File: src/hw/amc13_pkg.sv
// amc13 daq link word format, event length and word positions
package amc13_pkg;

  // link word
  localparam int DAQ_W = 64;

  // event length, also carried in the header and trailer length field
  localparam int EVENT_WORDS = 37;
  localparam int LEN_W       = 20;

  // word positions inside one event
  localparam int HDR_WORD_IDX    = 0;  // amc13 header
  localparam int BOARD_WORD_IDX  = 1;  // board header
  localparam int REV_WORD_IDX    = 2;  // firmware revision
  localparam int STATUS_WORD_IDX = 3;  // trigger status
  localparam int PULSE_FIRST_IDX = 4;
  localparam int TRAILER_IDX     = 36;

  // counter wide enough to reach EVENT_WORDS
  localparam int WORD_IDX_W = 6;

  // fixed tag in the board header
  localparam logic [2:0] HDR2_TAG = 3'd2;

endpackage

File: src/hw/event_pkg.sv
// trigger event layout: fifo fields, status snapshot, fsm states and board constants
package event_pkg;

  // trigger info fifo word
  localparam int TRIG_FIFO_W = 128;
  localparam int TS_W        = 44;
  localparam int TNUM_W      = 24;
  localparam int TTYPE_W     = 5;
  localparam int TDELAY_W    = 32;
  localparam int TIDX_W      = 4;   // index and sub-index

  localparam int TS_LSB     = 0;
  localparam int TNUM_LSB   = 44;
  localparam int TTYPE_LSB  = 68;
  localparam int TDELAY_LSB = 73;
  localparam int TIDX_LSB   = 105;
  localparam int TSUB_LSB   = 109;

  // pulse info fifo word, 32 link words
  localparam int PULSE_WORDS  = 32;
  localparam int PULSE_FIFO_W = 2048;

  // board identity
  localparam logic [1:0] BOARD_TYPE = 2'd3;  // trigger board
  localparam int BOARD_ID_W      = 11;
  localparam int BOARD_SN_OFFSET = 90;
  localparam int FMC_ID_W        = 8;

  localparam logic [7:0] FW_MAJOR = 8'h02;
  localparam logic [7:0] FW_MINOR = 8'h05;
  localparam logic [7:0] FW_PATCH = 8'h01;

  // status snapshot bits, low 7 bits go straight into the status word
  localparam int SNAP_W                = 12;
  localparam int SNAP_STATUS_W         = 7;
  localparam int SNAP_L12_FMC_ABSENT   = 0;
  localparam int SNAP_L8_FMC_ABSENT    = 1;
  localparam int SNAP_TTC_READY        = 2;
  localparam int SNAP_TTC_CLK_LOCK     = 3;
  localparam int SNAP_EXT_CLK_LOCK     = 4;
  localparam int SNAP_L12_TTS_LOCK_MUX = 5;
  localparam int SNAP_L8_TTS_LOCK_MUX  = 6;
  localparam int SNAP_ERROR_FLAG       = 7;
  localparam int SNAP_XADC_LSB         = 8;
  localparam int XADC_W                = 4;

  // fsm state codes
  localparam int STATE_W = 2;
  localparam logic [STATE_W-1:0] st_idle       = 2'd0;
  localparam logic [STATE_W-1:0] st_read_trig  = 2'd1;
  localparam logic [STATE_W-1:0] st_read_pulse = 2'd2;
  localparam logic [STATE_W-1:0] st_send       = 2'd3;

endpackage

File: src/hw/daq_word_formatter.sv
// builds each daq link word by position and registers it with header and trailer flags
module daq_word_formatter (
  input  logic                                clk,
  input  logic                                rst,
  input  logic                                word_load,
  input  logic [amc13_pkg::WORD_IDX_W-1:0]    word_idx,
  input  logic [event_pkg::TS_W-1:0]          trig_ts,
  input  logic [event_pkg::TNUM_W-1:0]        trig_num,
  input  logic [event_pkg::TTYPE_W-1:0]       trig_type,
  input  logic [event_pkg::TDELAY_W-1:0]      trig_delay,
  input  logic [event_pkg::TIDX_W-1:0]        trig_index,
  input  logic [event_pkg::TIDX_W-1:0]        trig_sub_index,
  input  logic [event_pkg::SNAP_W-1:0]        snap,
  input  logic [amc13_pkg::DAQ_W-1:0]         pulse_head,
  input  logic [event_pkg::BOARD_ID_W-1:0]    board_id,
  input  logic [event_pkg::FMC_ID_W-1:0]      l12_fmc_id,
  input  logic [event_pkg::FMC_ID_W-1:0]      l8_fmc_id,
  output logic                                pulse_pop,
  output logic [amc13_pkg::DAQ_W-1:0]         daq_data,
  output logic                                daq_header,
  output logic                                daq_trailer
);

  import amc13_pkg::*;
  import event_pkg::*;

  logic [BOARD_ID_W-1:0] board_sn;
  logic [DAQ_W-1:0]      amc13_hdr_word;
  logic [DAQ_W-1:0]      board_hdr_word;
  logic [DAQ_W-1:0]      rev_word;
  logic [DAQ_W-1:0]      status_word;
  logic [DAQ_W-1:0]      trailer_word;
  logic [DAQ_W-1:0]      word_d;
  logic                  is_pulse;

  assign board_sn = board_id - BOARD_ID_W'(BOARD_SN_OFFSET);

  assign amc13_hdr_word = {8'h00, trig_num, trig_ts[TS_W-1:32], LEN_W'(EVENT_WORDS)};

  // alarms and error flag come from the snapshot, not the live pins
  assign board_hdr_word = {6'd0,
                           snap[SNAP_XADC_LSB +: XADC_W],
                           snap[SNAP_ERROR_FLAG],
                           trig_type,
                           trig_ts[31:0],
                           HDR2_TAG,
                           BOARD_TYPE,
                           board_sn};

  assign rev_word = {40'd0, FW_MAJOR, FW_MINOR, FW_PATCH};

  assign status_word = {trig_delay,
                        1'b0,
                        snap[SNAP_STATUS_W-1:0],  // locks, ttc ready, fmc absent
                        trig_sub_index,
                        trig_index,
                        l8_fmc_id,
                        l12_fmc_id};

  assign trailer_word = {32'd0, trig_num[7:0], 4'h0, LEN_W'(EVENT_WORDS)};

  always_comb begin
    case (word_idx)
      WORD_IDX_W'(HDR_WORD_IDX):    word_d = amc13_hdr_word;
      WORD_IDX_W'(BOARD_WORD_IDX):  word_d = board_hdr_word;
      WORD_IDX_W'(REV_WORD_IDX):    word_d = rev_word;
      WORD_IDX_W'(STATUS_WORD_IDX): word_d = status_word;
      WORD_IDX_W'(TRAILER_IDX):     word_d = trailer_word;
      default:                      word_d = pulse_head;
    endcase
  end

  // head word consumed whenever it is taken into the output register
  assign is_pulse  = (word_idx >= WORD_IDX_W'(PULSE_FIRST_IDX)) &&
                     (word_idx <  WORD_IDX_W'(TRAILER_IDX));
  assign pulse_pop = word_load && is_pulse;

  always_ff @(posedge clk) begin
    if (word_load) begin
      daq_data <= word_d;  // held until the next load
    end
  end

  always_ff @(posedge clk) begin
    if (rst) begin
      daq_header  <= 1'b0;
      daq_trailer <= 1'b0;
    end else if (word_load) begin
      daq_header  <= (word_idx == WORD_IDX_W'(HDR_WORD_IDX));
      daq_trailer <= (word_idx == WORD_IDX_W'(TRAILER_IDX));
    end
  end

endmodule

File: config.mk
export PLATFORM = sky130hd
export DESIGN_NAME = daq_word_formatter
export DESIGN_NICKNAME = d
export VERILOG_FILES = /design/src/hw/amc13_pkg.sv /design/src/hw/event_pkg.sv /design/src/hw/daq_word_formatter.sv
export SDC_FILE = /design/constraint.sdc
export NUM_CORES = 1
export LEC_CHECK = 0
export BUFFER_PORTS_ARGS = -buffer_cell sky130_fd_sc_hd__buf_2
export CORE_AREA = 2 2 112 114
export CTS_CLUSTER_DIAMETER = 60
export CTS_CLUSTER_SIZE = 25
export DETAILED_ROUTE_END_ITERATION = 8
export DIE_AREA = 0 0 114 116
export HOLD_SLACK_MARGIN = 0.12
export PLACE_DENSITY = 0.65
export SYNTH_ARGS = -nofsm -noshare
export SYNTH_HDL_FRONTEND = slang
export SYNTH_SLANG_ARGS = --single-unit
File: constraint.sdc
create_clock -name clk -period 4.8 [get_ports clk]
set_input_delay 0.72 -clock clk [delete_from_list [all_inputs] [get_ports clk]]
set_output_delay 0.72 -clock clk [all_outputs]
set_load 0.02 [all_outputs]
# Yosys cells after proc, flatten, opt, wreduce, memory -nomap -nowiden
# Cells that the tools add are included.
# Widths: inputs -> output; s select.
# word_totals
elab_cells,14
reg_bits,66
in_bits,225
# op_classes
add_sub_neg,1
reduce_logical,3
eq_ne,4
n_lt_le_gt_ge,2
n_mux,1
# ops
cell,n
$pmux 64 s5,1
$eq 6x2->1 const B,2
$sub 11x7->11 const B,1
$eq 6x1->1 const B,1
$eq 6x6->1 const B,1
$ge 6x3->1 const B,1
$logic_not 6->1,1
$lt 6x6->1 const B,1
$logic_and 1x1->1,2

# Longest topological paths before layout
# logic_depth
word_depth,3
mapped_depth,7
ltp_nobuf,6

# Worst setup path after synthesis
# Ideal clock, no wire load.
# synth_timing
path_type,input port to flip-flop
startpoint,in word_idx[1] (netlist bit)
endpoint,"reg daq_data[34] (netlist bit), data pin"
t_required_ns,4.539
slack_ns,2.461
cell_stages,6
arrival_ns,2.078
setup_ns,0.261
path_buffers,3
cell_sequence,buf_2 -> buf_2 -> buf_1 -> mux2i_1 -> nor2_1 -> a221o_1
# synth_between
elab_chain_len,2
elab_cells_between_ends,6
cone_classes,eq/ne (4); mux (1); reduce/logical (1)
# synth_rtl
element,line_no,text
from (decl),daq_word_formatter.sv:6,"input logic [amc13_pkg::WORD_IDX_W-1:0] word_idx,"
"$eq 6x6->1, or another cell as far along",daq_word_formatter.sv:63,case (word_idx)
$pmux 64 s5 *,daq_word_formatter.sv:63,
named net word_d[34],daq_word_formatter.sv:33,logic [DAQ_W-1:0] word_d;
to (signal assigned),daq_word_formatter.sv:80,daq_data <= word_d;
to (decl),daq_word_formatter.sv:19,"output logic [amc13_pkg::DAQ_W-1:0] daq_data,"
# The timed path passes the listed nets; every way through them passes the cells marked *.
# A chain may end at the register's enable or synchronous reset.

# Worst setup path in the final report
# layout_timing
startpoint,in word_idx[2] (netlist bit)
endpoint,"reg daq_data[9] (netlist bit), data pin"
# Same word-level chain as after synthesis.

==> results.yml <==
hold_path:
  holdPathEnd: "daq_trailer$_SDFFE_PP0P_"
  hold-path-cell-count: 2
  min_path_type: "reg2reg"
  hp-start: "daq_trailer$_SDFFE_PP0P_"
synthesis:
  ys_types: 42
  synth_top_cell_by_area: "edfxtp_1"
  synthFlopType: "edfxtp_1"
  syn_area_um2: 3750
  ys_ff_latch: 66
  yosys-top-cells-count: "64 x edfxtp_1, 43 x mux2i_1, 38 x nor2_1, 35 x a221o_1, 17 x nand2_1"
  synth_enable_flop_cells: 64
  avgSynthCellArea_um2: 11.7
  syn_nets: 548
  seq_area_frac_synth_pct: 52.3
  yosysMostFrequentCell: "edfxtp_1"
  yosysTopAreaCellShare_pct: 51.2
  synthTopCellsByArea: "edfxtp_1 51%, mux2i_1 11%, a221o_1 9.3%, nor2_1 3.8%, o21ai_0 2.1%"
  synthCells: 322
  synthArstFlopShare_pct: 0
  synth_warnings: 0
timing:
  rsz0062_at_grt: "false"
  min_period_over_period_pct: 57.9
  worst_slack_ns: 2.02
  slew_headroom_pct: 36.8
  period_needed_ns: 2.78
  finalHoldViolations: 0
  final.setup.tns_ns: 0
  slew_violations: 0
  max_freq_mhz: 360
  worst_slew_pin_slew_ns: 0.939
  finClkSkew_ns: 0
  setup_viol: 0
final_layout:
  antenna_cells: 0
  seq_area_um2: 1960
  nets: 827
  fillers: 1140
  areaGrowthSynthToFinish_pct: 49.0
  multi_input_area_um2: 1640
  drive_gt1_share_pct: 51.7
placed_design:
  dp_slack_ns: 1.70
  dp_hpwl_um: 9760
  portBuffers: 291
  gp_congestion: 0.812
drt:
  totalWireLength_um: 12800
  viasPerCell: 5.07
  drcViolationCount: 0
  drtIter0Drc: 187
  ant_nets: 0
  vias: 3817
  dr.pass1.iters: 4
  route.detailed.wl_per_inst_um: 17.0
global_route:
  grt_usage_pct: 18.5
  grt_max_degree: 48
  antenna_found_initial: 0
  grt_overflow: 0
  grt_pass1_wl_um: 18700
  grt_pass1_vias: 3824
clocking:
  clock_path_buffers: 2
  cts_tree: "yes"
  insertion_delay_ns: 0.33
  post_cts_resized: 0
  cts_setup_buffers: 0
  numCtsBuffers: 9
  htreeDepth: 3
  cts-root-buf: "clkbuf_16"
  clkSinkCount: 66
  clk_pin_slew_ns: 0.05
  cts-hold-fix-buffers: 0
floorplanning:
  fp.dieW_um: 114
  io_pins: 292
  die_h_um: 116
  initial_utilization_pct: 31.5
  die_area_um2: 13200
  core-area_um2: 11900
  rows: 40
power:
  p_switching_uw: 452
  power_leakage_uw: 0.00266
  clkPwrFrac_pct: 38.8
  power_frac_seq_pct: 41.4
  peakVddDrop_v: 0.000124
  switching_share_pct: 26.7
  combPwrFrac_pct: 19.8
  power.internal_uw: 1240
  power_density_nw_per_um2: 303
worst_setup_path:
  crit_type: "in2reg"
  reg2reg_slack_ns: 4.20
  cp.arrival_ns: 2.91
  r2r_start: "daq_trailer$_SDFFE_PP0P_"
  critPathRequiredTime_ns: 4.93
  worstPathMaxFanout: 47
  timing.rr.end: "daq_trailer$_SDFFE_PP0P_"
  critPathCaptureType: "flip-flop"
  r2r_cells: 2
  critPathLaunchType: "input port"
flow_run:
  cap_viol_max_count: 0
run_status:
  status: "finished, final reports clean"
==> area by class of cell <==
type | instances | share of cell area (%)
inverter | 7 | 0.470
clock buffer | 9 | 4.03
tap | 147 | 3.29
clock inverter | 7 | 1.25
multi-input combinational | 222 | 29.3
sequential | 66 | 35.1
timing repair buffer | 295 | 26.6
==> worst max-delay path, cell delays in order <==
cell	delay, ns
buf_2	0.13
nor4_1	0.81
nand2_2	0.75
o31ai_1	0.49
==> registers in the layout, indices dropped and copies added (netlist names) <==
signal / count
daq_data: 64
daq_trailer: 1
daq_header: 1
==> worst max path at each step <==
stage                             end         from  slack, ns
2_1_floorplan  daq_data[34]$_DFFE_PP_  word_idx[1]       2.46
3_3_place_gp    daq_data[7]$_DFFE_PP_  word_idx[2]       1.87
3_5_place_dp    daq_data[9]$_DFFE_PP_  word_idx[2]       1.70
4_1_cts         daq_data[9]$_DFFE_PP_  word_idx[2]       2.04
5_1_grt         daq_data[9]$_DFFE_PP_  word_idx[2]       1.72
6_report        daq_data[9]$_DFFE_PP_  word_idx[2]       2.02
==> power by group through the flow <==
| stage | logic (uW) | registers (uW) | clock network (uW) |
|---|---|---|---|
| 2_1_floorplan | 96.3 | 780 | 0 |
| 3_3_place_gp | 333 | 712 | 0 |
| 3_5_place_dp | 339 | 713 | 0 |
| 4_1_cts | 340 | 702 | 672 |
| 5_1_grt | 365 | 706 | 698 |
| 6_report | 336 | 701 | 657 |
==> metal layers <==
metal,vias to the layer above,track usage (%),share of wire (%)
li1,1844,-,-
met1,1774,20.3,39
met2,180,34.3,52
met3,19,4.18,7.6
met4,0,8.21,2.0
met5,-,0,0
==> logic make-up after synthesis <==
| kind of cell | share of synthesized area (%) |
|---|---|
| AO/OA/AOI/OAI | 20.7 |
| AND/OR/NAND/NOR | 9.60 |
| flip-flops | 52.3 |
| multiplexers | 11.5 |
| buffers and inverters | 4.50 |
| XOR/XNOR | 1.17 |
| adder cells (fa/ha/maj) | 0.333 |
==> metrics by stage <==
stage	cell area, um^2	hold WS, ns	util (%)	total power (uW)	std cells
2_1_floorplan	3750	0.579	-	876	322
6_report	5590	0.523	47.0	1690	753
4_1_cts	5590	0.514	47.0	1710	753
3_5_place_dp	5300	0.501	44.5	1050	737
5_1_grt	5590	0.567	47.0	1770	753
3_3_place_gp	5300	0.479	44.5	1040	737
==> cells in the final DEF (no fill, tap or decap), drive strengths merged, types with 2 or more instances in the layout <==
| cell type | count |
|---|---|
| nand2 | 17 |
| clkbuf | 9 |
| dfxtp | 2 |
| clkinvlp | 3 |
| o31a | 2 |
| xor2 | 2 |
| nor3 | 3 |
| clkinv | 3 |
| nand2b | 4 |
| and3 | 2 |
| nor2b | 4 |
| o2bb2ai | 7 |
| a22o | 9 |
| a221o | 35 |
| edfxtp | 64 |
| a22oi | 2 |
| a21oi | 10 |
| nor2 | 38 |
| inv | 7 |
| nor4 | 3 |
| a31oi | 3 |
| xnor2 | 3 |
| o31ai | 4 |
| o21ai | 16 |
| mux2i | 43 |
| buf | 295 |
(Power assumes the default switching activity.)
