<file path="src/hw/event_pkg.sv">
// trigger event layout: fifo fields, status snapshot, fsm states and board constants
package event_pkg;

  // trigger info fifo word
  localparam int TRIG_FIFO_W = 128;
  localparam int TS_W        = 44;
  localparam int TNUM_W      = 24;
  localparam int TTYPE_W     = 5;
  localparam int TDELAY_W    = 32;
  localparam int TIDX_W      = 4;   // index and sub-index

  localparam int TS_LSB     = 0;
  localparam int TNUM_LSB   = 44;
  localparam int TTYPE_LSB  = 68;
  localparam int TDELAY_LSB = 73;
  localparam int TIDX_LSB   = 105;
  localparam int TSUB_LSB   = 109;

  // pulse info fifo word, 32 link words
  localparam int PULSE_WORDS  = 32;
  localparam int PULSE_FIFO_W = 2048;

  // board identity
  localparam logic [1:0] BOARD_TYPE = 2'd3;  // trigger board
  localparam int BOARD_ID_W      = 11;
  localparam int BOARD_SN_OFFSET = 90;
  localparam int FMC_ID_W        = 8;

  localparam logic [7:0] FW_MAJOR = 8'h02;
  localparam logic [7:0] FW_MINOR = 8'h05;
  localparam logic [7:0] FW_PATCH = 8'h01;

  // status snapshot bits, low 7 bits go straight into the status word
  localparam int SNAP_W                = 12;
  localparam int SNAP_STATUS_W         = 7;
  localparam int SNAP_L12_FMC_ABSENT   = 0;
  localparam int SNAP_L8_FMC_ABSENT    = 1;
  localparam int SNAP_TTC_READY        = 2;
  localparam int SNAP_TTC_CLK_LOCK     = 3;
  localparam int SNAP_EXT_CLK_LOCK     = 4;
  localparam int SNAP_L12_TTS_LOCK_MUX = 5;
  localparam int SNAP_L8_TTS_LOCK_MUX  = 6;
  localparam int SNAP_ERROR_FLAG       = 7;
  localparam int SNAP_XADC_LSB         = 8;
  localparam int XADC_W                = 4;

  // fsm state codes
  localparam int STATE_W = 2;
  localparam logic [STATE_W-1:0] st_idle       = 2'd0;
  localparam logic [STATE_W-1:0] st_read_trig  = 2'd1;
  localparam logic [STATE_W-1:0] st_read_pulse = 2'd2;
  localparam logic [STATE_W-1:0] st_send       = 2'd3;

endpackage

</file>
<file path="src/hw/trig_info_capture.sv">
// trigger fifo field capture and per-event status snapshot
module trig_info_capture (
  input  logic                            clk,
  input  logic                            rst,
  input  logic                            snap_en,
  input  logic                            trig_fifo_tready,
  input  logic [event_pkg::TRIG_FIFO_W-1:0] trig_fifo_tdata,
  input  logic [event_pkg::SNAP_W-1:0]      status,
  output logic [event_pkg::TS_W-1:0]        trig_ts,
  output logic [event_pkg::TNUM_W-1:0]      trig_num,
  output logic [event_pkg::TTYPE_W-1:0]     trig_type,
  output logic [event_pkg::TDELAY_W-1:0]    trig_delay,
  output logic [event_pkg::TIDX_W-1:0]      trig_index,
  output logic [event_pkg::TIDX_W-1:0]      trig_sub_index,
  output logic [event_pkg::SNAP_W-1:0]      snap
);

  import event_pkg::*;

  // tready is only raised together with tvalid, so it marks the accepted word
  always_ff @(posedge clk) begin
    if (trig_fifo_tready) begin
      trig_ts        <= trig_fifo_tdata[TS_LSB     +: TS_W];
      trig_num       <= trig_fifo_tdata[TNUM_LSB   +: TNUM_W];
      trig_type      <= trig_fifo_tdata[TTYPE_LSB  +: TTYPE_W];
      trig_delay     <= trig_fifo_tdata[TDELAY_LSB +: TDELAY_W];
      trig_index     <= trig_fifo_tdata[TIDX_LSB   +: TIDX_W];
      trig_sub_index <= trig_fifo_tdata[TSUB_LSB   +: TIDX_W];
    end
  end

  // status frozen at the trigger cycle for the whole event
  always_ff @(posedge clk) begin
    if (rst) begin
      snap <= '0;
    end else if (snap_en) begin
      snap <= status;
    end
  end

endmodule

</file>
<file path="config.mk">
export PLATFORM = sky130hd
export DESIGN_NAME = trig_info_capture
export DESIGN_NICKNAME = d
export VERILOG_FILES = /design/src/hw/event_pkg.sv /design/src/hw/trig_info_capture.sv
export SDC_FILE = /design/constraint.sdc
export NUM_CORES = 1
export LEC_CHECK = 0
export BUFFER_PORTS_ARGS = -buffer_cell sky130_fd_sc_hd__buf_4
export CORE_AREA = 2 2 103 105
export CTS_CLUSTER_DIAMETER = 40
export DETAILED_ROUTE_END_ITERATION = 8
export DIE_AREA = 0 0 105 107
export PLACE_DENSITY_LB_ADDON = 0.08
export SYNTH_ARGS = -nofsm -noshare
export SYNTH_HDL_FRONTEND = slang
export SYNTH_SLANG_ARGS = --single-unit
</file>
<file path="constraint.sdc">
create_clock -name clk -period 1.6 [get_ports clk]
set_input_delay 0.32 -clock clk [delete_from_list [all_inputs] [get_ports clk]]
set_output_delay 0.32 -clock clk [all_outputs]
set_load 0.02 [all_outputs]
</file>
Yosys cells after proc, flatten, opt, wreduce, memory -nomap -nowiden
Cells that the tools add are included.
- flip-flop bits (word level): 125
- input bits: 144
- output and inout bits: 125
- word-level logic and storage cells: 7

Logic depth before layout (Yosys ltp)
Gate-level depths: netlist of the first run.
- depth after elaboration: 0
- depth in mapped cells: 3
- depth with buffers taken out: 2

Worst setup path after synthesis of the first run
OpenSTA, ideal clock, no wires.
- path type: input-to-reg
- start point: in snap_en
- end point: reg snap[10] (netlist name)
- setup time: 0.128 ns
- arrival: 0.673 ns
- data required time: 1.472 ns
- slack: 0.800 ns
- stages: 3
- buffers on the path: 1
- path through: buf_6 mux2i_1 nor2_1
- RTL lines (what ; line ; text):
    start: declaration ; trig_info_capture.sv:5 ; input logic snap_en,
    end signal: assignment ; trig_info_capture.sv:37 ; snap <= status;
    end: declaration ; trig_info_capture.sv:15 ; output logic [event_pkg::SNAP_W-1:0] snap

Worst setup path in the final report of the first run
- start point: reg trig_ts[16] (netlist name)
- end point: out trig_ts[16] (netlist name)
- RTL lines (what ; line ; text):
    start: declaration ; trig_info_capture.sv:9 ; output logic [event_pkg::TS_W-1:0] trig_ts,
    start signal: assignment ; trig_info_capture.sv:23 ; trig_ts <= trig_fifo_tdata[TS_LSB +: TS_W];
No word-level cell between the ends.

==> results of run 1 <==
[flip-flops by register name, indices dropped and copies added (netlist names)]
| signal | flops |
|---|---|
| trig_ts | 44 |
| trig_delay | 32 |
| trig_num | 24 |
| snap | 12 |
| trig_type | 5 |
| trig_index | 4 |
| trig_sub_index | 4 |
[worst paths after layout]
kind / startpoint / to / slack [ns] / cells after the start
setup / recovery: trig_ts[16]$_DFFE_PP_ / trig_ts[16] / 0.21 / 1
hold / removal: status[4] / snap[4]$_SDFFE_PP0P_ / 0.05 / 3
setup reg to reg: snap[11]$_SDFFE_PP0P_ / snap[11]$_SDFFE_PP0P_ / 0.98 / 2
hold reg to reg: snap[2]$_SDFFE_PP0P_ / snap[2]$_SDFFE_PP0P_ / 0.51 / 2
[layout make-up]
cell class                 instances  area [µm²]
sequential                       125        3630
clock inverter                     7         113
fill                             635        2460
multi-input combinational         24         165
clock buffer                      25         464
timing repair buffer             369        3090
tap                              136         170
[power by group through the flow]
stage / Sequential (mW) / Clock, mW / Combinational [mW]
floorplan: 4.31 / 0 / 0.0350
global placement: 3.97 / 0 / 1.05
detailed placement: 3.97 / 0 / 1.06
CTS: 3.91 / 3.77 / 1.29
global route: 3.93 / 3.92 / 1.36
finish: 3.91 / 3.69 / 1.29
[placed cells by master, fill, tap and decap left out]
cell           instances
buf_12                 3
buf_4                253
bufinv_16              3
clkbuf_1               6
clkbuf_16             16
clkbuf_8               3
clkinv_2               3
clkinvlp_4             1
dfxtp_1               12
dlygate4sd3_1        113
edfxtp_1             113
mux2i_1               12
nor2_1                12
[metrics by stage]
stage          util [%]  worst slack (ns)
2_1_floorplan         -             0.800
3_3_place_gp       58.7             0.428
3_5_place_dp       58.7             0.409
4_1_cts            75.7             0.193
5_1_grt            75.7             0.170
6_report           75.7             0.211
[logic make-up (layout without fill, tap and decap cells)]
| group | after synthesis | after routing | synth area share (%) |
|---|---|---|---|
| multiplexers | 12 | 12 | 3.15 |
| flip-flops | 125 | 125 | 95.3 |
| AND/OR/NAND/NOR | 12 | 12 | 1.18 |
| buffers and inverters | 2 | 401 | 0.394 |
[metal layers]
metal,vias to the layer above,share of wire (%)
met4,0,2.3
met5,-,0
met1,1405,33
met3,17,8.0
met2,151,56
li1,1365,-
[what timing repair did]
item / in CTS / in global routing
hold buffers: 113 / 0
gates resized for setup: 0 / 0
hold endpoints to repair: 113 / 0
==> flow_summary.yaml, run 1 <==
power_and_ir_drop:
  power_density_nw_per_um2: 1160
  total_leakage_power_nw: 3.30
  p_comb_share_pct: 14.5
  power_frac_clock_pct: 41.5
  sw_frac_of_total_pct: 21.5
  p_int_mw: 6.98
  power_mw: 8.90
  ir_drop_mv: 0.705
  p_seq_share_pct: 44.0
  power_switching_mw: 1.91
floorplan:
  die-area_um2: 11200
  pin_count: 269
  coreArea_um2: 10100
  core.rowCount: 37
  chipWidth_um: 105
  die_h_um: 107
  start_util_pct: 37.8
clock_network:
  cts_buffers: 17
  h-tree-depth: 4
  root_buffer: "clkbuf_8"
  clk_path_buf_depth: 2
  clock_sinks: 125
  clkTransAtPathRegs_ns: 0.06
  postCtsSetupBuffers: 0
  cts_tree: "done"
  clkLatencyLatePin_ns: 0.50
routing:
  drt_drc_violations_left: 0
  firstDrtPassIters: 4
  wl_per_cell_um: 15.6
  wl_um: 10700
  num_vias: 2938
  ant_nets: 0
  drt_iter0_markers: 180
  viasPerCell: 4.28
synth:
  post-synth-top-area-cell: "edfxtp_1"
  ys_types: 6
  postSynthCellCount: 151
  synth.top_cell.area_share_pct: 89.0
  synthTopCellsByCount: "113 x edfxtp_1, 12 x dfxtp_1, 12 x mux2i_1, 12 x nor2_1"
  synth_fp_nets: 295
  yosysWarnings: 0
  async_reset_ff_share_pct: 0
  synth_area_leaders: "edfxtp_1 89%, dfxtp_1 6.3%, mux2i_1 3.1%"
  mappedNetlistArea_um2: 3810
  synth_most_common_cell: "edfxtp_1"
  yosys_most_used_dff: "edfxtp_1"
  synth_edf_count: 113
  ys_ff_latch: 125
  avgSynthCellArea_um2: 25.3
  synth_seq_area_share_pct: 95.3
critical_path:
  worst-path-buf-inv: 1
  critical_path_class: "flip-flop to output pin"
  cp_slowest_cell: "edfxtp_1"
  cp_cell_sequence: "buf_4"
  crit_arrival_ns: 1.07
  worst-path-max-fanout: 1
  crit_path_start_kind: "flip-flop"
  slowest_delay_ns: 0.39
  path_delay_family: "flip-flops"
  cp.required_ns: 1.28
  crit_path_end_kind: "output pin"
global_route:
  met2_usage_pct: 35.8
  grt_pass1_wl_um: 16000
  use_met3_pct: 8.81
  grt_max_degree: 55
  grtUsageTotal_pct: 19.2
  grt_overflow: 0
  top_usage_layer: "met2"
  first_global_vias: 3146
  antenna_found_initial: 0
  grt_util_met1_pct: 18.3
sta:
  relSlewSlack_pct: 80.6
  fin_hold_ws_ns: 0.0536
  fmax_ghz: 0.720
  fin_worst_skew_ns: 0
  rsz0062_at_grt: "no"
  setup_viol: 0
  min_period_over_period_pct: 86.8
  fin_crit_ns: 1.39
  hold_viol: 0
  maxSlewViolCount: 0
  tightestPinTransition_ns: 0.292
  tns_ns: 0
cells_and_area:
  fin_area_um2: 7640
  area_growth_pct: 100
  fin_nets: 681
  diodes: 0
  fin_cells: 686
  drive_gt1_share_pct: 51.3
placement:
  place.gp.congestion: 0.721
  dp.cells: 541
  port_buffers: 253
  place_area_um2: 5930
run_status:
  status: "finished, final reports clean"
run:
  maxCapViolCount: 0
min_path:
  hold_class: "input pin to flip-flop"
Power figures use the tool's default switching activity.
==> run 2: changes to the inputs <==
- CORE_AREA: 2 2 103 105 -> 2 2 104 106
- DIE_AREA: 0 0 105 107 -> 0 0 106 108
- SKIP_CTS_REPAIR_TIMING: default -> 1
- clock period: 1.6 -> 1.5 ns (I/O delays scaled with it)
==> run 2 against run 1 <==
Net effect: count of clock-buffer cells in the layout down 7; flip-flop and latch count unchanged; via count down 0.10%; design area about the same; clock power up 9.5%; non-clock buffer count unchanged; sequential power up 6.6%; critical path depth unchanged; final cell count up 0.15%; largest cell class unchanged; largest power group unchanged.
==> flow_summary.yaml, run 2 (synthesis results as in run 1) <==
global_route:
  first_global_vias: 2470
  grt_pass1_wl_um: 13000
  grt_max_degree: 51
  grt_overflow: 0
  antenna_found_initial: 1
  grtUsageTotal_pct: 15.7
sta:
  fin_worst_skew_ns: 0
  tns_ns: 0
  hold_viol: 0
  relSlewSlack_pct: 81.9
  fmax_ghz: 0.729
  rsz0062_at_grt: "no"
  maxSlewViolCount: 0
  min_period_over_period_pct: 91.4
  fin_crit_ns: 1.37
  tightestPinTransition_ns: 0.271
  setup_viol: 0
routing:
  drt_drc_violations_left: 0
  wl_um: 10700
  wl_per_cell_um: 15.5
  ant_nets: 0
  viasPerCell: 4.27
  num_vias: 2935
  drt_iter0_markers: 120
  firstDrtPassIters: 5
critical_path:
  crit_path_end_kind: "output pin"
  slowest_delay_ns: 0.40
  path_delay_family: "flip-flops"
  r2r_cells: 2
  cp.required_ns: 1.20
  r2r_slack_ns: 0.90
  worst-path-max-fanout: 1
  crit_path_start_kind: "flip-flop"
  cp_cell_sequence: "buf_4"
  crit_arrival_ns: 1.07
  critical_path_class: "flip-flop to output pin"
  r2r-start: "snap[1]$_SDFFE_PP0P_"
  cp_slowest_cell: "edfxtp_1"
  worst-path-buf-inv: 1
  reg2reg_to: "snap[1]$_SDFFE_PP0P_"
run_status:
  status: "finished, final reports clean"
floorplan:
  core.rowCount: 37
  die_h_um: 108
  chipWidth_um: 106
  coreArea_um2: 10200
  start_util_pct: 37.3
  die-area_um2: 11400
  pin_count: 269
power_and_ir_drop:
  power_switching_mw: 2.08
  power_mw: 9.59
  power_density_nw_per_um2: 1250
  sw_frac_of_total_pct: 21.7
  ir_drop_mv: 0.729
  p_seq_share_pct: 43.5
  p_int_mw: 7.50
  p_comb_share_pct: 14.3
  total_leakage_power_nw: 3.30
  power_frac_clock_pct: 42.1
cells_and_area:
  fin_nets: 681
  mostFrequentLayoutCell: "buf_4"
  regMostFlops: "trig_ts"
  fill_cells: 660
  largest_reg_flops: 44
  reg_top3: "trig_ts x44, trig_delay x32, trig_num x24"
  area_growth_pct: 100
  drive_gt1_share_pct: 51.6
  fin_cells: 687
  fin_area_um2: 7640
  most-common-layout-cells: "254 x buf_4, 113 x dlygate4sd3_1, 113 x edfxtp_1, 16 x clkbuf_16"
clock_network:
  cts_buffers: 17
  h-tree-depth: 4
  clk_path_buf_depth: 2
  clock_sinks: 125
  cts_tree: "done"
  root_buffer: "clkbuf_8"
  clkLatencyLatePin_ns: 0.49
  clkTransAtPathRegs_ns: 0.05
placement:
  place.gp.congestion: 0.713
  port_buffers: 253
  dp_hpwl_um: 6980
  dp.cells: 541
  place_area_um2: 5920
min_path:
  whs_path_depth: 3
  hold_path_end: "snap[2]$_SDFFE_PP0P_"
  worstHoldStart: "status[2]"
  hold_class: "input pin to flip-flop"
run:
  maxCapViolCount: 0
[run 2: changes by cell type in the layout (fill, tap and decap cells not counted), sizes merged]
cell,delta
clkbuf,-7
clkinv,+5
diode,+1
clkinvlp,+1
bufinv,+1
[run 2: power by group through the flow]
stage                     clock (mW)  combinational (mW)  sequential (mW)
after floorplan                    0              0.0374             4.59
after global placement             0                1.12             4.23
after detailed placement           0                1.13             4.24
after CTS                       4.14                1.13             4.17
after global routing            4.28                1.44             4.20
final                           4.04                1.37             4.17
[run 2: worst max-delay path by stage]
stage | from | endpoint | slack (ns) | cells after the start
finish | trig_ts[39]$_DFFE_PP_ | trig_ts[39] | 0.13 | 1
floorplan | snap_en | snap[10]$_SDFFE_PP0P_ | 0.72 | 3
global route | trig_ts[25]$_DFFE_PP_ | trig_ts[25] | 0.08 | 1
global placement | trig_fifo_tready | trig_type[1]$_DFFE_PP_ | 0.45 | 2
CTS | trig_ts[39]$_DFFE_PP_ | trig_ts[39] | 0.09 | 1
detailed placement | trig_fifo_tready | trig_type[1]$_DFFE_PP_ | 0.44 | 2
[run 2: area by class of cell]
class,count,area [µm²],area share (%)
multi-input cells,24,165,2.16
repair buffers,369,3080,40.3
clock buffers,18,418,5.47
well taps,136,170,2.23
flip-flops and latches,125,3630,47.5
clock inverters,14,175,2.29
diodes,1,2.50,0.0327
[run 2: tightest hold or removal path: stages]
cell and delay (ns):
buf_4 0.07, mux2i_1 0.05, nor2_1 0.07
[run 2: routing by layer]
| metal | global-route usage, % | wire [µm] | vias to the layer above |
|---|---|---|---|
| met5 | 0 | 0 | - |
| met4 | 7.42 | 140 | 0 |
| met3 | 7.17 | 862 | 16 |
| met2 | 27.6 | 5960 | 142 |
| met1 | 16.0 | 3690 | 1411 |
| li1 | - | - | 1366 |
[run 2: through the flow]
step	setup WS [ns]	hold slack, ns	util, %
floorplan	0.720	0.372	-
global placement	0.454	0.479	57.8
detailed placement	0.441	0.479	57.8
CTS	0.0874	-0.0568	63.6
global route	0.0778	0.0254	74.7
finish	0.128	0.0407	74.7
