==> src/hw/amc13_pkg.sv <==
// amc13 daq link word format, event length and word positions
package amc13_pkg;

  // link word
  localparam int DAQ_W = 64;

  // event length, also carried in the header and trailer length field
  localparam int EVENT_WORDS = 37;
  localparam int LEN_W       = 20;

  // word positions inside one event
  localparam int HDR_WORD_IDX    = 0;  // amc13 header
  localparam int BOARD_WORD_IDX  = 1;  // board header
  localparam int REV_WORD_IDX    = 2;  // firmware revision
  localparam int STATUS_WORD_IDX = 3;  // trigger status
  localparam int PULSE_FIRST_IDX = 4;
  localparam int TRAILER_IDX     = 36;

  // counter wide enough to reach EVENT_WORDS
  localparam int WORD_IDX_W = 6;

  // fixed tag in the board header
  localparam logic [2:0] HDR2_TAG = 3'd2;

endpackage

==> src/hw/event_pkg.sv <==
// trigger event layout: fifo fields, status snapshot, fsm states and board constants
package event_pkg;

  // trigger info fifo word
  localparam int TRIG_FIFO_W = 128;
  localparam int TS_W        = 44;
  localparam int TNUM_W      = 24;
  localparam int TTYPE_W     = 5;
  localparam int TDELAY_W    = 32;
  localparam int TIDX_W      = 4;   // index and sub-index

  localparam int TS_LSB     = 0;
  localparam int TNUM_LSB   = 44;
  localparam int TTYPE_LSB  = 68;
  localparam int TDELAY_LSB = 73;
  localparam int TIDX_LSB   = 105;
  localparam int TSUB_LSB   = 109;

  // pulse info fifo word, 32 link words
  localparam int PULSE_WORDS  = 32;
  localparam int PULSE_FIFO_W = 2048;

  // board identity
  localparam logic [1:0] BOARD_TYPE = 2'd3;  // trigger board
  localparam int BOARD_ID_W      = 11;
  localparam int BOARD_SN_OFFSET = 90;
  localparam int FMC_ID_W        = 8;

  localparam logic [7:0] FW_MAJOR = 8'h02;
  localparam logic [7:0] FW_MINOR = 8'h05;
  localparam logic [7:0] FW_PATCH = 8'h01;

  // status snapshot bits, low 7 bits go straight into the status word
  localparam int SNAP_W                = 12;
  localparam int SNAP_STATUS_W         = 7;
  localparam int SNAP_L12_FMC_ABSENT   = 0;
  localparam int SNAP_L8_FMC_ABSENT    = 1;
  localparam int SNAP_TTC_READY        = 2;
  localparam int SNAP_TTC_CLK_LOCK     = 3;
  localparam int SNAP_EXT_CLK_LOCK     = 4;
  localparam int SNAP_L12_TTS_LOCK_MUX = 5;
  localparam int SNAP_L8_TTS_LOCK_MUX  = 6;
  localparam int SNAP_ERROR_FLAG       = 7;
  localparam int SNAP_XADC_LSB         = 8;
  localparam int XADC_W                = 4;

  // fsm state codes
  localparam int STATE_W = 2;
  localparam logic [STATE_W-1:0] st_idle       = 2'd0;
  localparam logic [STATE_W-1:0] st_read_trig  = 2'd1;
  localparam logic [STATE_W-1:0] st_read_pulse = 2'd2;
  localparam logic [STATE_W-1:0] st_send       = 2'd3;

endpackage

==> src/hw/event_fsm.sv <==
// event sequencing fsm: trigger, fifo reads, word counter and daq valid
module event_fsm (
  input  logic                             clk,
  input  logic                             rst,
  input  logic                             ttc_trigger,
  input  logic                             trig_fifo_tvalid,
  input  logic                             pulse_fifo_tvalid,
  input  logic                             daq_ready,
  input  logic                             daq_almost_full,
  output logic                             trig_fifo_tready,
  output logic                             pulse_fifo_tready,
  output logic                             snap_en,
  output logic                             word_load,
  output logic [amc13_pkg::WORD_IDX_W-1:0] word_idx,
  output logic                             daq_valid
);

  import amc13_pkg::*;
  import event_pkg::*;

  logic [STATE_W-1:0] state;
  logic               pending;   // output register holds an unsent word
  logic               xfer;
  logic               last_out;

  assign xfer = daq_valid && daq_ready;

  // word_idx already points past the trailer once it is in the output register
  assign last_out = (word_idx == WORD_IDX_W'(TRAILER_IDX + 1));

  assign snap_en           = (state == st_idle) && ttc_trigger;
  assign trig_fifo_tready  = (state == st_read_trig) && trig_fifo_tvalid;
  assign pulse_fifo_tready = (state == st_read_pulse) && pulse_fifo_tvalid;

  // first load on entry to send, then one load per transfer
  assign word_load = (state == st_send) && (!pending || (xfer && !last_out));

  assign daq_valid = pending && !daq_almost_full;

  always_ff @(posedge clk) begin
    if (rst) begin
      state <= st_idle;
    end else begin
      case (state)
        st_idle: begin
          if (snap_en) state <= st_read_trig;  // later triggers ignored until idle
        end
        st_read_trig: begin
          if (trig_fifo_tready) state <= st_read_pulse;
        end
        st_read_pulse: begin
          if (pulse_fifo_tready) state <= st_send;
        end
        st_send: begin
          if (xfer && last_out) state <= st_idle;
        end
        default: state <= st_idle;
      endcase
    end
  end

  always_ff @(posedge clk) begin
    if (rst) begin
      pending  <= 1'b0;
      word_idx <= '0;
    end else begin
      if (word_load) begin
        pending  <= 1'b1;
        word_idx <= word_idx + 1'b1;
      end else if (xfer) begin
        pending <= 1'b0;
      end
      if (xfer && last_out) begin
        word_idx <= '0;  // ready for the next event
      end
    end
  end

endmodule

==> config.mk <==
export PLATFORM = sky130hd
export DESIGN_NAME = event_fsm
export DESIGN_NICKNAME = d
export VERILOG_FILES = /design/src/hw/amc13_pkg.sv /design/src/hw/event_pkg.sv /design/src/hw/event_fsm.sv
export SDC_FILE = /design/constraint.sdc
export NUM_CORES = 1
export LEC_CHECK = 0
export BUFFER_PORTS_ARGS = -buffer_cell sky130_fd_sc_hd__buf_2
export CAP_MARGIN = 20
export CELL_PAD_IN_SITES_DETAIL_PLACEMENT = 1
export CELL_PAD_IN_SITES_GLOBAL_PLACEMENT = 2
export CORE_MARGIN = 2
export CORE_UTILIZATION = 29
export CTS_CLUSTER_DIAMETER = 60
export CTS_CLUSTER_SIZE = 30
export DETAILED_ROUTE_END_ITERATION = 12
export GPL_TIMING_DRIVEN = 0
export PLACE_DENSITY_LB_ADDON = 0.1
export SYNTH_ARGS = -nofsm -noshare
export SYNTH_HDL_FRONTEND = slang
export SYNTH_SLANG_ARGS = --single-unit
==> constraint.sdc <==
create_clock -name clk -period 3.72 [get_ports clk]
set_input_delay 0.93 -clock clk [delete_from_list [all_inputs] [get_ports clk]]
set_output_delay 0.93 -clock clk [all_outputs]
set_load 0.01 [all_outputs]
Word-level counts from Yosys, hierarchy flattened
Cells that the tools add are included.
{"block": "totals", "ff_bits": 9, "in_bits": 7, "output_inout_bits": 11, "word_cells": 35}
{"block": "classes", "add_sub_neg": 1, "n_eq_ne": 8, "n_mux": 7, "reduce_logical": 16}
{"cell": "$logic_and 1x1->1", "count": 8}
{"cell": "$mux 2", "count": 4}
{"cell": "$pmux 2 s4", "count": 1}
{"cell": "$add 6x1->6 const B", "count": 1}
{"cell": "$eq 6x6->1 const B", "count": 1}
{"cell": "$ne 2x2->1 const B", "count": 3}
{"cell": "$eq 2x2->1 const B", "count": 2}
{"cell": "$reduce_and 4->1", "count": 1}
{"cell": "$logic_not 1->1", "count": 3}
{"cell": "$eq 2x1->1 const B", "count": 1}
{"cell": "$logic_not 2->1", "count": 1}
{"cell": "$mux 1", "count": 2}
{"cell": "$ne 2x1->1 const B", "count": 1}
{"cell": "$reduce_bool 2->1", "count": 1}
{"cell": "$reduce_or 2->1", "count": 1}
{"cell": "$logic_or 1x1->1", "count": 1}

Longest topological paths before layout
Gate-level depths: netlist (run 1).
{"block": "logic_depth", "word_depth": 7, "mapped_depth": 7, "depth_no_buf": 7}

Least setup slack after synthesis (run 1)
OpenSTA, ideal clock, no wires.
{"block": "synth_path", "path_type": "input-to-output", "startpoint": "input daq_almost_full", "endpoint": "output word_load", "t_arrival_ns": 1.544, "t_required_ns": 2.790, "path_slack_ns": 1.246, "cell_stages": 3, "n_path_buf": 0, "cell_sequence": "and3b_2 o221ai_4 inv_1"}
{"block": "synth_via", "elab_chain_cells": 6}
{"element": "start, declared", "line": "event_fsm.sv:9", "rtl": "input logic daq_almost_full,"}
{"element": "$logic_not 1->1", "line": "event_fsm.sv:38", "rtl": "assign daq_valid = pending && !daq_almost_full;"}
{"element": "$logic_and 1x1->1", "line": "event_fsm.sv:38"}
{"element": "$logic_and 1x1->1", "line": "event_fsm.sv:26", "rtl": "assign xfer = daq_valid && daq_ready;"}
{"element": "$logic_and 1x1->1", "line": "event_fsm.sv:36", "rtl": "assign word_load = (state == st_send) && (!pending || (xfer && !last_out));"}
{"element": "$logic_or 1x1->1", "line": "event_fsm.sv:36"}
{"element": "$logic_and 1x1->1", "line": "event_fsm.sv:36"}
{"element": "end, declared", "line": "event_fsm.sv:13", "rtl": "output logic word_load,"}
No other way between the ends.

Worst setup path after layout (run 1)
Ends and elaborated chain as after synthesis.

==> results by group, run 1 <==
Pwr
  • Total power: 0.341 mW
  • PD cells: 478 nW/µm²
  • Maximum vdd drop: 0.000198 V
  • P_leak: 0.314 nW

Final layout
  • Non-filler cells, final: 115
  • Synthesis-to-layout area growth: 25.5%
  • Fillers: 251
  • Nets: 102
  • Layout cell share with drive strength beyond 1: 0.295
  • Diodes inserted: 0

Worst hold path
  • Hold Path Class: reg -> reg
  • Hold_sp: state[1]

Clock network
  • Root buffer cell: clkbuf_4
  • CTS tree: built
  • CTS resizes: 0
  • Hold buffers post-CTS: 0
  • Clock Sinks: 9
  • Longest Clk Path Bufs: 2
  • CTS clock-pin slew for the worst setup and hold paths: 0.06 ns
  • Postcts setup bufs: 0
  • Max H-tree Level: 1
  • Clock insertion delay at the later pin of the skew report: 0.26 ns
  • TritonCTS buffer count: 3

Timing
  • Setup Skew: 0.00761 ns
  • TNS Setup: 0 ns
  • Final Cycle Share: 0.748
  • Setup-failing EPs final: 0
  • Slew Limit Fails: 0
  • Worst slew pin tran: 0.352 ns
  • RSZ-0062 raised after global routing: false
  • Hold WS: 0.513 ns
  • Worst rel slew slack: 0.763
  • Crit path time final: 2.78 ns
  • Max Freq: 0.359 GHz
  • Hold Vio Cnt, Final: 0

Floorplanning
  • Die ar.: 2330 µm²
  • IO Pins: 18
  • DIE WIDTH: 48.3 µm
  • Core area: 1900 µm²
  • Starting Density: 0.299
  • Die H: 48.3 µm
  • # rows: 16

Setup path
  • Slowest Stage Delay on Critical Path: 0.27 ns
  • Crit path top cell by count: buf_2
  • Setup Crit Path Kind: in -> out
  • Worst setup path startpoint: daq_almost_full
  • Required arrival time at the worst endpoint: 2.79 ns
  • Critical path cell sequence: buf_2, and3b_2, o221ai_4, inv_1, buf_2
  • CP arrival: 1.85 ns
  • CP startpoint kind: input pin
  • Max FO, Critical Path: 9
  • Critical-path top delay cell: o221ai_4
  • Reg-to-reg startpoint: word_idx[1]
  • Worst Setup End Kind: primary output

Synthesis
  • Top FF cell, synth: dfxtp_1
  • Syn avg cell area: 8.50 µm²
  • Cell taking the most area after synthesis: dfxtp_1
  • Sequential cell area fraction in the yosys report: 0.316
  • XOR/XNOR Fraction of Synth Area: 0.0154
  • Synth Register Bits: 9
  • Number of synthesized flops with an enable pin: 0
  • Synth Net Count: 80
  • Most frequent cell after synthesis: inv_1
  • Largest family of logic cells by synthesized area: simple AND/OR/NAND/NOR gates
  • Top cells by area, synth: dfxtp_1, ha_1, inv_1
  • Ys async rst share: 0
  • Area fraction of the dominant cell type after synthesis: 0.316
  • Synth cell types: 26
  • Compound-Gate Fraction of Synth Area: 0.180
  • Synth cell count leaders: inv_1, dfxtp_1, ha_1, nor2_1, nand2_1
  • Synth warn: 0
  • Post-synthesis mux area share: 0.0176
  • Gate Count Post-Synth: 67
  • Simple-gate share of the synthesized area: 0.273
  • Cell Area, Synth: 569 µm²
  • Post-Synth Adder-Cell Area: 0.132

Drt
  • Vias post-DR: 535
  • Drt pass-1 iters: 3
  • DRT antenna net count: 0
  • Via density: 4.65
  • Routed WL: 1220 µm
  • DRC viols: 0
  • Wire length per cell: 10.6 µm
  • Iter 0 DRT Violations: 4

Placement
  • Port Buffers: 17
  • Cells after DPL: 111
  • Placer Congestion: 0.681
  • Detailed Place HPWL: 978 µm

GRT
  • Initial antenna violation count: 0
  • Overflow after GRT: 0
  • Vias in the first global route: 517
  • GRT Total Usage: 0.115
  • Largest net degree at the start of global routing: 10
  • Global-route wire length before repair: 2130 µm

Flow run
  • Max Cap Violations: 0

Status
  • Status: finished, final reports clean
## area by class of cell
type | instances | area (µm²) | share of cell area
multi-input cells | 48 | 352 | 0.492
flip-flops and latches | 9 | 180 | 0.252
repair buffers | 17 | 85.1 | 0.119
inverters | 10 | 37.5 | 0.0525
well taps | 27 | 33.8 | 0.0473
clock buffers | 4 | 26.3 | 0.0368
## path summary, 6_finish.rpt
path / slack, ns / cells past startpoint / endpoint
setup / recovery: 0.94 / 5 / word_load
hold / removal: 0.51 / 2 / state[1]
setup reg to reg: 2.08 / 6 / word_idx[5]
hold reg to reg: 0.51 / 2 / state[1]
## metrics by stage
step	utilization	setup slack, ns	area (µm²)
finish	0.376	0.938	714
global route	0.376	0.831	714
CTS	0.376	0.924	714
detailed placement	0.362	0.919	688
global placement	0.362	0.918	688
floorplan	-	1.25	569
## kinds of logic (layout without fill, tap and decap cells)
group           count (synthesis)  after routing
flops                           9              9
xor+xnor                        1              1
fa+ha+maj                       6              6
simple gates                   27             27
compound gates                 13             13
mux                             1              1
buf+inv                        10             31
## per-layer routing
layer,up-vias,wire length [µm],global-route usage,part of all wire
li1,278,-,-,-
met1,241,607,0.135,0.50
met2,16,504,0.194,0.41
met3,0,107,0.0586,0.088
met4,0,0,0.0143,0
met5,-,0,0,0
## state kept, by name, indices dropped and copies added, names as in the netlist
name      cells
word_idx      6
state         2
pending       1
## where the power goes
group,internal [mW],switching [mW],leakage (nW)
Sequential,0.112,0.0170,0.0730
Clock,0.0414,0.0359,0.0150
Combinational,0.0643,0.0706,0.226
Total,0.218,0.124,0.314
## critical path, delay by kind of cell
kind	cells	cell delay, ns
AOI/OAI and AO/OA	1	0.27
and+or+nand+nor	1	0.24
buffers and inverters	3	0.41
## cell usage in the layout (no fill, tap or decap)
cell type  netlist  routed
or3_1            1       1
and4bb_2         1       1
and3b_2          1       1
and2_1           3       3
nand4b_1         1       1
mux2i_1          1       1
xnor2_1          1       1
o22ai_1          1       1
or3_2            2       2
inv_1           10      10
nor2b_1          1       1
a21oi_1          4       4
dfxtp_1          9       9
a31oi_1          1       1
o21ai_0          2       2
or4_1            2       2
clkbuf_1         0       1
a211oi_1         1       1
buf_2            0      17
o221a_2          1       1
nor2_1           6       6
clkbuf_4         0       3
nand3_1          2       2
ha_1             6       6
nand2b_1         1       1
o221ai_4         1       1
nor3_1           1       1
nand2_1          5       5
o31ai_1          2       2
Power figures use the tool's default switching activity.
==> run 2: changes to the inputs <==
--- a/config.mk
+++ b/config.mk
@@ -9,8 +9,9 @@
 export CAP_MARGIN = 20
 export CELL_PAD_IN_SITES_DETAIL_PLACEMENT = 1
 export CELL_PAD_IN_SITES_GLOBAL_PLACEMENT = 2
+export CORE_ASPECT_RATIO = 0.6
 export CORE_MARGIN = 2
-export CORE_UTILIZATION = 29
+export CORE_UTILIZATION = 24
 export CTS_CLUSTER_DIAMETER = 60
 export CTS_CLUSTER_SIZE = 30
 export DETAILED_ROUTE_END_ITERATION = 12
==> constraint.sdc (replaced) <==
create_clock -name clk -period 2.4 [get_ports clk]
set_input_delay 0.6 -clock clk [delete_from_list [all_inputs] [get_ports clk]]
set_output_delay 0.6 -clock clk [all_outputs]
set_load 0.01 [all_outputs]
==> run 2 against run 1 <==
First-iteration DRC count rose to 6.8 times the previous value; via count down 2.2%; cell count up 2.6%; hold slack worse by 0.0099 ns; total power up 76%; setup slack worse by 0.81 ns; critical path type is now reg -> out; largest cell class unchanged; largest power group unchanged.
==> results by group, run 2 (synthesis gave the netlist of run 1 again) <==
Status
  • Status: finished, final reports clean

Clock network
  • Root buffer cell: clkbuf_8
  • TritonCTS buffer count: 3 (unchanged)
  • CTS tree: built
  • Postcts setup bufs: 0 (unchanged)
  • CTS resizes: 0 (unchanged)
  • Max H-tree Level: 1 (unchanged)
  • Clock Sinks: 9 (unchanged)
  • Longest Clk Path Bufs: 2 (unchanged)
  • Hold buffers post-CTS: 0 (unchanged)
  • CTS clock-pin slew for the worst setup and hold paths: 0.05 ns (about the same)
  • Clock insertion delay at the later pin of the skew report: 0.23 ns (-0.03 ns)

Final layout
  • Max reg flops: 6 (unchanged)
  • Most frequent cells in the layout: buf_2, inv_1, dfxtp_1
  • Synthesis-to-layout area growth: 29.5%
  • Most common cell after layout, fill and taps aside: buf_2
  • Diodes inserted: 0 (unchanged)
  • Layout cell share with drive strength beyond 1: 0.295 (unchanged)
  • Regs by FF count: word_idx: 6 flops, state: 2 flops, pending: 1 flops
  • Top reg by flops: word_idx
  • Nets: 102 (unchanged)

Worst hold path
  • Hold_sp: state[1]
  • Hold Path Sink: state[1]
  • Hold Crit Depth: 2 (unchanged)
  • Hold Path Class: reg -> reg

GRT
  • Global-route wire length before repair: 2490 µm (+17%)
  • Overflow after GRT: 0 (unchanged)
  • Largest net degree at the start of global routing: 10 (unchanged)
  • Initial antenna violation count: 0 (unchanged)
  • GRT Total Usage: 0.120 (+0.00503)
  • Vias in the first global route: 508 (-1.7%)

Timing
  • Worst setup margin: 0.132 ns (-0.806 ns)
  • Crit path time final: 2.27 ns
  • TNS Setup: 0 ns (unchanged)
  • Hold Vio Cnt, Final: 0 (unchanged)
  • Setup Skew: 0.00196 ns (-0.00566 ns)
  • Final Cycle Share: 0.945
  • Slew Limit Fails: 0 (unchanged)
  • RSZ-0062 raised after global routing: false
  • Setup-failing EPs final: 0 (unchanged)
  • Worst rel slew slack: 0.764 (about the same)
  • Worst slew pin tran: 0.352 ns (-0.000663 ns)
  • Max Freq: 0.441 GHz

Drt
  • Iter 0 DRT Violations: 27 (+23)
  • Via density: 4.43 (-4.7%)
  • DRC viols: 0 (unchanged)
  • Vias post-DR: 523 (-2.2%)
  • DRT antenna net count: 0 (unchanged)
  • Wire length per cell: 12.5 µm (+18%)
  • Drt pass-1 iters: 4 (+1)
  • Routed WL: 1470 µm (+21%)

Placement
  • Detailed Place HPWL: 1170 µm (+20%)
  • Placer Congestion: 0.772 (+13%)
  • Port Buffers: 17 (unchanged)
  • Pre-CTS setup slack: 0.214 ns (-0.704 ns)

Setup path
  • Internal reg-to-reg setup slack: 0.71 ns (-1.37 ns)
  • Worst reg2reg path endpoint: word_idx[5]
  • Reg-to-reg startpoint: word_idx[1]
  • Slowest Stage Delay on Critical Path: 0.43 ns (+0.16 ns)
  • Required arrival time at the worst endpoint: 1.80 ns (-0.99 ns)
  • CP arrival: 1.67 ns (-0.18 ns)
  • CP bufs+invs: 2 (-1)
  • Critical path cell sequence: ha_1, nand4b_1, o221ai_4, inv_1, buf_2
  • Worst setup path startpoint: word_idx[0]
  • Max FO, Critical Path: 9 (unchanged)
  • Setup Crit Path Kind: reg -> out
  • Worst Setup End Kind: primary output
  • Delay-heaviest family, CP: flip-flops
  • Cells on worst reg2reg path: 6 (unchanged)
  • Critical-path top delay cell: dfxtp_1
  • CP startpoint kind: flop

Floorplanning
  • Die ar.: 2790 µm² (+20%)
  • # rows: 13 (-3)
  • DIE WIDTH: 66.9 µm (+38%)
  • Die H: 41.7 µm (-14%)
  • Core area: 2210 µm² (+16%)
  • IO Pins: 18 (unchanged)
  • Starting Density: 0.257 (-0.0420)

Flow run
  • Max Cap Violations: 0 (unchanged)

Pwr
  • P_leak: 0.322 nW (+2.5%)
  • PD cells: 814 nW/µm² (+71%)
  • Maximum vdd drop: 0.000199 V (+0.61%)
## run 2: cell types whose count changed in the layout (fill, tap and decap cells not counted)
cell      previous run  this run
clkbuf_8             0         3
clkbuf_4             3         0
## run 2: worst register-to-register path: cells and delay by family, from the launching register on
family,cells,cell delay (ns)
AO/OA/AOI/OAI,2,0.30
adder cells (fa/ha/maj),1,0.20
buffers and inverters,1,0.06
flip-flops,1,0.39
AND/OR/NAND/NOR,2,0.66
## run 2: through the flow
stage | instance area [µm²] | hold WS [ns] | power, mW | util | cells
floorplan | 569 | 0.468 | 0.352 | - | 67
global placement | 692 | 0.498 | 0.421 | 0.313 | 114
detailed placement | 692 | 0.508 | 0.423 | 0.313 | 114
CTS | 737 | 0.514 | 0.606 | 0.333 | 118
global route | 737 | 0.534 | 0.644 | 0.333 | 118
finish | 737 | 0.503 | 0.600 | 0.333 | 118
## run 2: layer usage
layer / up-vias / track usage / wire [µm]
met1: 239 / 0.190 / 883
met2: 12 / 0.138 / 511
met4: 0 / 0.0245 / 0
met5: - / 0 / 0
met3: 0 / 0.0596 / 75
li1: 272 / - / -
## run 2: worst max path at each step
stage / endpoint / slack [ns] / cells after the start
2_1_floorplan: word_load / 0.59 / 3
3_3_place_gp: word_load / 0.22 / 5
3_5_place_dp: word_load / 0.21 / 5
4_1_cts: word_load / 0.14 / 5
5_1_grt: word_load / 0.01 / 5
6_report: word_load / 0.13 / 5
## run 2: power breakdown
group          internal (mW)  total, mW  switching, mW
logic                  0.101      0.220          0.119
registers              0.174      0.202         0.0273
clock network          0.116      0.179         0.0628
total                  0.391      0.600          0.209
## run 2: cell type report
class	instances	area, µm²
Clock buffer	4	45.0
Fill cell	289	1480
Inverter	10	37.5
Multi-Input combinational cell	48	352
Sequential cell	9	180
Tap cell	30	37.5
Timing Repair Buffer	17	85.1
==> run 3: changes to the inputs <==
--- a/config.mk
+++ b/config.mk
@@ -15,7 +15,6 @@
 export CTS_CLUSTER_DIAMETER = 60
 export CTS_CLUSTER_SIZE = 30
 export DETAILED_ROUTE_END_ITERATION = 12
-export GPL_TIMING_DRIVEN = 0
 export PLACE_DENSITY_LB_ADDON = 0.1
 export SYNTH_ARGS = -nofsm -noshare
 export SYNTH_HDL_FRONTEND = slang
==> run 3 against run 2 <==
Sequential share of layout area about the same; sequential power about the same; first-iteration DRC count down 11%; global-route usage down 0.25 points; setup slack better by 0.044 ns; die area unchanged; total power up 0.33%; design area up 0.17%; flip-flop and latch count unchanged; clock skew up 0.00055 ns; critical path type unchanged.
==> results by group, run 3 (synthesis gave the netlist of run 1 again) <==
Final layout
  • Top reg by flops: word_idx
  • Synthesis-to-layout area growth: 29.7%
  • Fillers: 289 (unchanged)
  • Layout cell share with drive strength beyond 1: 0.307 (+0.0114)
  • Nets: 102 (unchanged)
  • Most frequent cells in the layout: buf_2, inv_1, dfxtp_1
  • Diodes inserted: 0 (unchanged)
  • Max reg flops: 6 (unchanged)
  • Regs by FF count: word_idx: 6 flops, state: 2 flops, pending: 1 flops
  • Most common cell after layout, fill and taps aside: buf_2
  • Post-route design area: 738 µm² (+0.17%)

Drt
  • Via density: 4.36 (-1.7%)
  • Iter 0 DRT Violations: 24 (-11%)
  • DRC viols: 0 (unchanged)
  • Drt pass-1 iters: 4 (unchanged)
  • Routed WL: 1450 µm (-1.2%)
  • Vias post-DR: 514 (-1.7%)
  • DRT antenna net count: 0 (unchanged)
  • Wire length per cell: 12.3 µm (-1.2%)

Floorplanning
  • # rows: 13 (unchanged)
  • Die H: 41.7 µm (unchanged)
  • IO Pins: 18 (unchanged)
  • Starting Density: 0.257 (unchanged)
  • DIE WIDTH: 66.9 µm (unchanged)
  • Die ar.: 2790 µm² (unchanged)
  • Core area: 2210 µm² (unchanged)

Timing
  • Crit path time final: 2.22 ns (-0.0438 ns)
  • TNS Setup: 0 ns (unchanged)
  • Worst slew pin tran: 0.382 ns (+0.0303 ns)
  • Setup-failing EPs final: 0 (unchanged)
  • RSZ-0062 raised after global routing: false
  • Max Freq: 0.450 GHz (+2.0%)
  • Worst rel slew slack: 0.743 (-0.0203)
  • Slew Limit Fails: 0 (unchanged)
  • Final Cycle Share: 0.927 (-0.0183)
  • Hold Vio Cnt, Final: 0 (unchanged)
  • Setup Skew: 0.00250 ns (+0.000545 ns)

Setup path
  • Critical path cell sequence: ha_1, nand4b_1, o221ai_4, inv_1, buf_2
  • Cells on worst reg2reg path: 5 (-1)
  • CP bufs+invs: 2 (unchanged)
  • Reg-to-reg startpoint: word_idx[0]
  • Delay-heaviest family, CP: flip-flops
  • Required arrival time at the worst endpoint: 1.80 ns (about the same)
  • Internal reg-to-reg setup slack: 0.72 ns (about the same)
  • Critical-path top delay cell: dfxtp_1
  • Max FO, Critical Path: 9 (unchanged)
  • Worst reg2reg path endpoint: state[0]
  • CP startpoint kind: flop
  • Setup Crit Path Kind: reg -> out
  • CP arrival: 1.62 ns (-0.05 ns)
  • Worst Setup End Kind: primary output
  • Slowest Stage Delay on Critical Path: 0.42 ns (about the same)

Placement
  • Cell area after placement: 692 µm² (unchanged)
  • Detailed Place HPWL: 1170 µm (about the same)
  • Placer Congestion: 0.688 (-11%)
  • Port Buffers: 17 (unchanged)

Worst hold path
  • Hold_sp: state[1]
  • Hold Path Class: reg -> reg
  • Hold Path Sink: state[1]
  • Hold Crit Depth: 2 (unchanged)

GRT
  • Initial antenna violation count: 0 (unchanged)
  • GRT Total Usage: 0.118 (-0.00255)
  • Vias in the first global route: 502 (-1.2%)
  • Largest net degree at the start of global routing: 10 (unchanged)
  • Global-route wire length before repair: 2420 µm (-3.0%)
  • Overflow after GRT: 0 (unchanged)

Pwr
  • Maximum vdd drop: 0.000359 V (+80%)
  • P_leak: 0.325 nW (+0.85%)
  • PD cells: 816 nW/µm² (+0.16%)

Flow run
  • Max Cap Violations: 0 (unchanged)

Clock network
  • Longest Clk Path Bufs: 2 (unchanged)
  • TritonCTS buffer count: 3 (unchanged)
  • Clock Sinks: 9 (unchanged)
  • CTS resizes: 0 (unchanged)
  • Postcts setup bufs: 0 (unchanged)
  • Hold buffers post-CTS: 0 (unchanged)
  • Root buffer cell: clkbuf_8
  • CTS tree: built
  • Max H-tree Level: 1 (unchanged)
  • CTS clock-pin slew for the worst setup and hold paths: 0.05 ns (about the same)
  • Clock insertion delay at the later pin of the skew report: 0.24 ns (about the same)

Status
  • Status: finished, final reports clean
[run 3: routing by layer]
metal  global-route usage  vias to the layer above  wire [µm]
met4               0.0490                        0         15
met5                    0                        -          0
met3               0.0515                        2         83
met2                0.130                       13        483
met1                0.185                      225        870
li1                     -                      274          -
[run 3: tightest hold or removal path, cell delays in order, from the launching register on]
cell	delay [ns]
dfxtp_1	0.34
nand2_1	0.07
mux2i_1	0.06
[run 3: cell type report]
type                    count  area (µm²)  area share
well taps                  30        37.5      0.0508
repair buffers             17        85.1       0.115
inverters                  10        37.5      0.0508
clock buffers               3        41.3      0.0559
clock inverters             1        5.00     0.00678
flip-flops and latches      9         180       0.244
multi-input cells          48         352       0.476
[run 3: worst max path at each step]
stage                    startpoint         to  slack [ns]  cells after the start
floorplan           daq_almost_full  word_load        0.59                      3
global placement    daq_almost_full  word_load        0.28                      5
detailed placement        daq_ready  word_load        0.26                      5
CTS                     word_idx[0]  word_load        0.17                      5
global route            word_idx[0]  word_load        0.04                      5
finish                  word_idx[0]  word_load        0.18                      5
[run 3: power breakdown]
group / switching, mW / total, mW / internal [mW]
clock network: 0.0690 / 0.183 / 0.114
logic: 0.116 / 0.216 / 0.101
registers: 0.0288 / 0.203 / 0.174
[run 3: stage by stage]
stage	instances	hold WS (ns)	power (mW)	utilization	worst slack [ns]
2_1_floorplan	67	0.468	0.352	-	0.586
3_3_place_gp	114	0.504	0.424	0.313	0.283
3_5_place_dp	114	0.516	0.426	0.313	0.264
4_1_cts	118	0.523	0.614	0.334	0.170
5_1_grt	118	0.547	0.653	0.334	0.0427
6_report	118	0.519	0.602	0.334	0.176
